`config.mk`:
```
export PLATFORM = sky130hd
export DESIGN_NAME = step_divider
export DESIGN_NICKNAME = d
export VERILOG_FILES = /design/src/hdl/step_divider.sv
export VERILOG_INCLUDE_DIRS = /design/src /design/src/hdl
export SDC_FILE = /design/constraint.sdc
export NUM_CORES = 2
export LEC_CHECK = 0
export BUFFER_PORTS_ARGS = -buffer_cell sky130_fd_sc_hd__clkbuf_2
export CORE_MARGIN = 3
export CORE_UTILIZATION = 30
export CTS_CLUSTER_DIAMETER = 150
export DETAILED_ROUTE_END_ITERATION = 8
export PLACE_DENSITY = 0.48
export SYNTH_ARGS = -nofsm -noshare
export SYNTH_HDL_FRONTEND = slang
export SYNTH_SLANG_ARGS = --single-unit
```
`constraint.sdc`:
```
create_clock -name CLK -period 8.45 [get_ports CLK]
set_clock_uncertainty 0.05 [all_clocks]
set_input_delay 0.4225 -clock CLK [delete_from_list [all_inputs] [get_ports CLK]]
set_output_delay 0.4225 -clock CLK [all_outputs]
set_load 0.02 [all_outputs]
```
`src/hdl/silencer_cfg.svh`:
```
//------------------------------------------------------------
// Frame depth and stage latencies of the step calculator
// SIL_DIV_LAT must stay equal to the 16-bit dividend width
//------------------------------------------------------------
`ifndef SILENCER_CFG_SVH
`define SILENCER_CFG_SVH

// Transducers per frame
`define SIL_DEPTH 249

// Stage latencies in cycles
`define SIL_DIFF_LAT 3
`define SIL_DIV_LAT 16
`define SIL_RATE_LAT 1

// Sample in to sample out
`define SIL_LATENCY (`SIL_DIFF_LAT + `SIL_DIV_LAT + `SIL_RATE_LAT)

`endif

```
`src/hdl/step_divider.sv`:
```
//------------------------------------------------------------
// Two-channel pipelined restoring divider, 16 by 16 bits
// Result is undefined for a zero divisor
//------------------------------------------------------------
`timescale 1ns/1ps
`default_nettype none
`include "silencer_cfg.svh"

module step_divider #(
  parameter int SIDE_W = 1
) (
  input  wire                CLK,
  input  wire                rst,
  input  wire                in_valid,
  input  var logic [15:0]    dividend_intensity,
  input  var logic [15:0]    dividend_phase,
  input  var logic [15:0]    divisor_intensity,
  input  var logic [15:0]    divisor_phase,
  input  var logic [SIDE_W-1:0] side_in,
  output logic               out_valid,
  output logic [15:0]        quo_intensity,
  output logic [15:0]        rem_intensity,
  output logic [15:0]        quo_phase,
  output logic [15:0]        rem_phase,
  output logic [SIDE_W-1:0]  side_out
);

  localparam int N = `SIL_DIV_LAT;  // One stage per quotient bit

  logic [N-1:0] vld;
  logic [15:0] r_i[N], q_i[N], r_p[N], q_p[N];
  logic [15:0] d_i[N-1], d_p[N-1];  // Last stage needs no divisor copy
  logic [SIDE_W-1:0] side[N];

  // q shifts the dividend out at the top and the quotient in at the bottom
  function automatic logic [31:0] div_step(input logic [15:0] r, q, d);
    logic [16:0] trial;
    trial = {r, q[15]};
    if (trial >= {1'b0, d}) begin
      trial = trial - {1'b0, d};
      return {trial[15:0], q[14:0], 1'b1};
    end
    return {trial[15:0], q[14:0], 1'b0};
  endfunction

  assign out_valid = vld[N-1];
  assign quo_intensity = q_i[N-1];
  assign rem_intensity = r_i[N-1];
  assign quo_phase = q_p[N-1];
  assign rem_phase = r_p[N-1];
  assign side_out = side[N-1];

  always_ff @(posedge CLK) begin
    if (rst) vld <= '0;
    else vld <= {vld[N-2:0], in_valid};
  end

  always_ff @(posedge CLK) begin
    {r_i[0], q_i[0]} <= div_step(16'd0, dividend_intensity, divisor_intensity);
    {r_p[0], q_p[0]} <= div_step(16'd0, dividend_phase, divisor_phase);
    d_i[0] <= divisor_intensity;
    d_p[0] <= divisor_phase;
    side[0] <= side_in;
    for (int s = 1; s < N; s++) begin
      {r_i[s], q_i[s]} <= div_step(r_i[s-1], q_i[s-1], d_i[s-1]);
      {r_p[s], q_p[s]} <= div_step(r_p[s-1], q_p[s-1], d_p[s-1]);
      side[s] <= side[s-1];
    end
    for (int s = 1; s < N - 1; s++) begin
      d_i[s] <= d_i[s-1];
      d_p[s] <= d_p[s-1];
    end
  end

endmodule

`default_nettype wire

```
==> results.py <==
metrics = {
    "run_status": {
        "status": "completed",
    },
    "sta": {
        "fmax_mhz": 281,
        "final-hold-violation-count": 0,
        "setup_tns_ns": 0,
        "fin_crit_ns": 3.56,
        "maxSlewViolCount": 0,
        "fin_crit_sh": 0.421,
        "worst_slew_pin_slew_ns": 1.14,
        "rsz0062_at_grt": "no",
        "hold_slack_ns": 0.219,
        "slew-limit-headroom": 0.240,
        "setup_viol": 0,
    },
    "synth": {
        "synth.distinct_cells": 84,
        "synth_top_cell_by_area": "dfxtp_1",
        "synth_top_cells_by_count": "1,536 x dfxtp_1, 614 x inv_1, 484 x ha_1, 374 x nor2_1, 362 x a21oi_1",
        "syn_avg_cell_area_um2": 10.4,
        "syn_inst": 5748,
        "ys_seq_area_frac": 0.514,
        "syn-cell-area_um2": 59800,
        "synth_top_area_share": 0.514,
        "synth_flop_cell": "dfxtp_1",
        "synth_most_common_cell": "dfxtp_1",
        "synth_edf_count": 0,
        "synth_nets": 6330,
        "yosys-top-cells-area": "dfxtp_1 51%, ha_1 10%, mux2_2 4.7%, inv_1 3.9%, xnor2_1 3.1%",
        "yosysWarnings": 0,
        "ys_ff_latch": 1536,
        "ys_async_sr_fraction": 0,
    },
    "global_routing": {
        "grt_overflow": 0,
        "grtUsageTotal": 0.116,
        "grt_max_degree": 34,
        "grt_pass1_wl_um": 195000,
        "antenna_found_initial": 2,
        "grt_pass1_vias": 38500,
    },
    "route": {
        "drtAntennaViolNets": 0,
        "drc": 0,
        "drt-total-wl_um": 120000,
        "vias_per_cell": 4.36,
        "drtIter0Drc": 1755,
        "num_vias": 38300,
        "first_pass_iters": 5,
        "wl_per_cell_um": 13.7,
    },
    "worst_setup_path": {
        "cp.arrival_ns": 4.18,
        "cp.required_ns": 9.07,
        "timing.rr.end": "r_i[83]",
        "reg2regPathDepth": 11,
        "rr_startpoint": "d_i[1][17]",
        "ff2ff_setup_slack_ns": 4.89,
        "startpoint_type": "flip-flop",
        "endpoint_kind": "flip-flop",
        "cp_max_fo": 16,
        "timing_worst_setup_path_type": "reg -> reg",
    },
    "cells_and_area": {
        "layout.nets": 6576,
        "fillers": 19700,
        "fin_util": 0.352,
        "drive_gt1_frac": 0.122,
        "syn_to_final_growth_pct": 16.6,
    },
    "place": {
        "io_buffers": 133,
        "place_congestion": 0.865,
        "dpl.hpwl_um": 91600,
    },
    "power_and_ir_drop": {
        "leakagePower_nw": 31.8,
        "p_per_area_nw_per_um2": 297,
        "ir_drop_mv": 0.196,
    },
    "clock_tree": {
        "cts_tree": "yes",
        "clock_sinks": 1536,
        "clkLatencyLatePin_ns": 0.79,
        "clockRootBuffer": "clkbuf_16",
        "clk_path_buf_depth": 3,
        "h-tree-depth": 4,
        "cts.repair.resized": 0,
        "clk_pin_slew_ns": 0.06,
        "cts_made_buffers": 173,
    },
    "worst_hold_path": {
        "whs_endpoint": "q_i[254]",
        "min_from": "dividend_intensity[13]",
        "min_path_cells": 2,
        "hold_class": "in -> reg",
    },
    "die": {
        "dieWidth_um": 452,
        "rows": 163,
        "die_h_um": 452,
        "floorplan.initialDensity": 0.302,
        "core_region_area_um2": 198000,
        "io_pins": 134,
        "dieArea_um2": 205000,
    },
    "run": {
        "cap_violations": 0,
    },
}
-- cell type report --
class                      instances  area (um2)  area share
sequential                      1536       30700       0.441
multi-input combinational       3456       25900       0.372
clock buffer                     235        4930      0.0707
tap                             2640        3300      0.0474
inverter                         615        2310      0.0331
timing repair buffer             212        1430      0.0205
clock inverter                    79        1030      0.0148
antenna                            5        12.5    0.000180
-- cells in the final DEF (no fill, tap or decap), types with 32 or more instances in the layout --
cell | netlist | routed
dfxtp_1 | 1536 | 1536
inv_1 | 614 | 614
ha_1 | 484 | 484
nor2_1 | 374 | 374
a21oi_1 | 362 | 360
mux2_2 | 252 | 252
nand2_1 | 237 | 237
o21ai_0 | 235 | 234
xnor2_1 | 214 | 214
clkbuf_16 | 0 | 176
clkbuf_2 | 0 | 133
xor2_1 | 132 | 132
a21o_1 | 116 | 116
nor3_1 | 101 | 101
nor2b_1 | 97 | 97
o21a_1 | 70 | 70
nand4_1 | 70 | 70
dlygate4sd3_1 | 0 | 68
nand3_1 | 62 | 62
nand2b_1 | 54 | 54
mux2i_1 | 44 | 44
a21boi_0 | 38 | 38
a211oi_1 | 38 | 38
or3_1 | 36 | 36
clkinv_2 | 0 | 36
nor4_1 | 36 | 34
a31oi_1 | 33 | 33
o31a_1 | 32 | 32
-- per-layer routing --
| layer | vias to the layer above | wire [um] | track usage |
|---|---|---|---|
| li1 | 20100 | - | - |
| met1 | 17400 | 53500 | 0.137 |
| met2 | 539 | 56200 | 0.198 |
| met3 | 296 | 4030 | 0.0236 |
| met4 | 0 | 6320 | 0.0620 |
| met5 | - | 0 | 0 |
-- kinds of logic (layout without fill, tap and decap cells) --
| kind of cell | Yosys count | after routing | share of synthesized area |
|---|---|---|---|
| compound gates | 1131 | 1131 | 0.120 |
| simple gates | 1161 | 1161 | 0.0939 |
| other cells | 0 | 5 | 0 |
| buf+inv | 756 | 1141 | 0.0526 |
| xor+xnor | 346 | 346 | 0.0507 |
| mux | 304 | 304 | 0.0568 |
| fa+ha+maj | 514 | 514 | 0.111 |
| flops | 1536 | 1536 | 0.514 |
-- metrics by stage --
step	total power, W	cells	instance area [um2]	worst slack, ns
global placement	0.0132	8391	63100	4.85
detailed placement	0.0132	8391	63100	4.85
CTS	0.0211	8773	69700	4.83
global route	0.0220	8778	69700	4.65
floorplan	0.0123	5748	59800	5.59
finish	0.0207	8778	69700	4.89
-- power breakdown --
group	leakage, nW	switching (W)	total [W]	internal [W]
registers	12.8	0.000418	0.00844	0.00802
clock network	2.92	0.00299	0.00764	0.00465
logic	16.1	0.00251	0.00465	0.00214
-- worst max-delay path, stage by stage, from the launching register on --
cell and delay [ns]:
dfxtp_1 0.57, inv_1 0.10, ha_1 0.31, nor2b_1 0.13
o21a_1 0.14, o21ai_0 0.12, a211o_1 0.31, a311oi_2 0.32
a211o_1 0.19, a21oi_1 0.10, o21ai_2 0.68, mux2_2 0.41
-- state kept, by name, summed over array words and instances (netlist names) --
register,cells
r_p,240
side,16
d_p,240
vld,16
quo_intensity,16
quo_phase,16
q_i,240
q_p,240
r_i,240
d_i,240
rem_phase,16
rem_intensity,16
-- worst max-delay path by stage --
stage	startpoint	endpoint	slack (ns)	depth (start not counted)
2_1_floorplan	d_i[0][17]	r_i[217]	5.59	12
4_1_cts	d_i[1][17]	r_i[92]	4.83	11
3_5_place_dp	d_i[1][17]	r_i[92]	4.85	11
3_3_place_gp	d_i[1][17]	r_i[84]	4.85	11
5_1_grt	d_i[0][97]	r_i[135]	4.65	10
6_report	d_i[1][17]	r_i[83]	4.89	11
-- repair_timing --
action,CTS,global route
hold buffers,68,0
buffers inserted,0,0
hold endpoints to repair,110,0
endpoints found under the setup margin,0,0
Power figures use the tool's default switching activity.
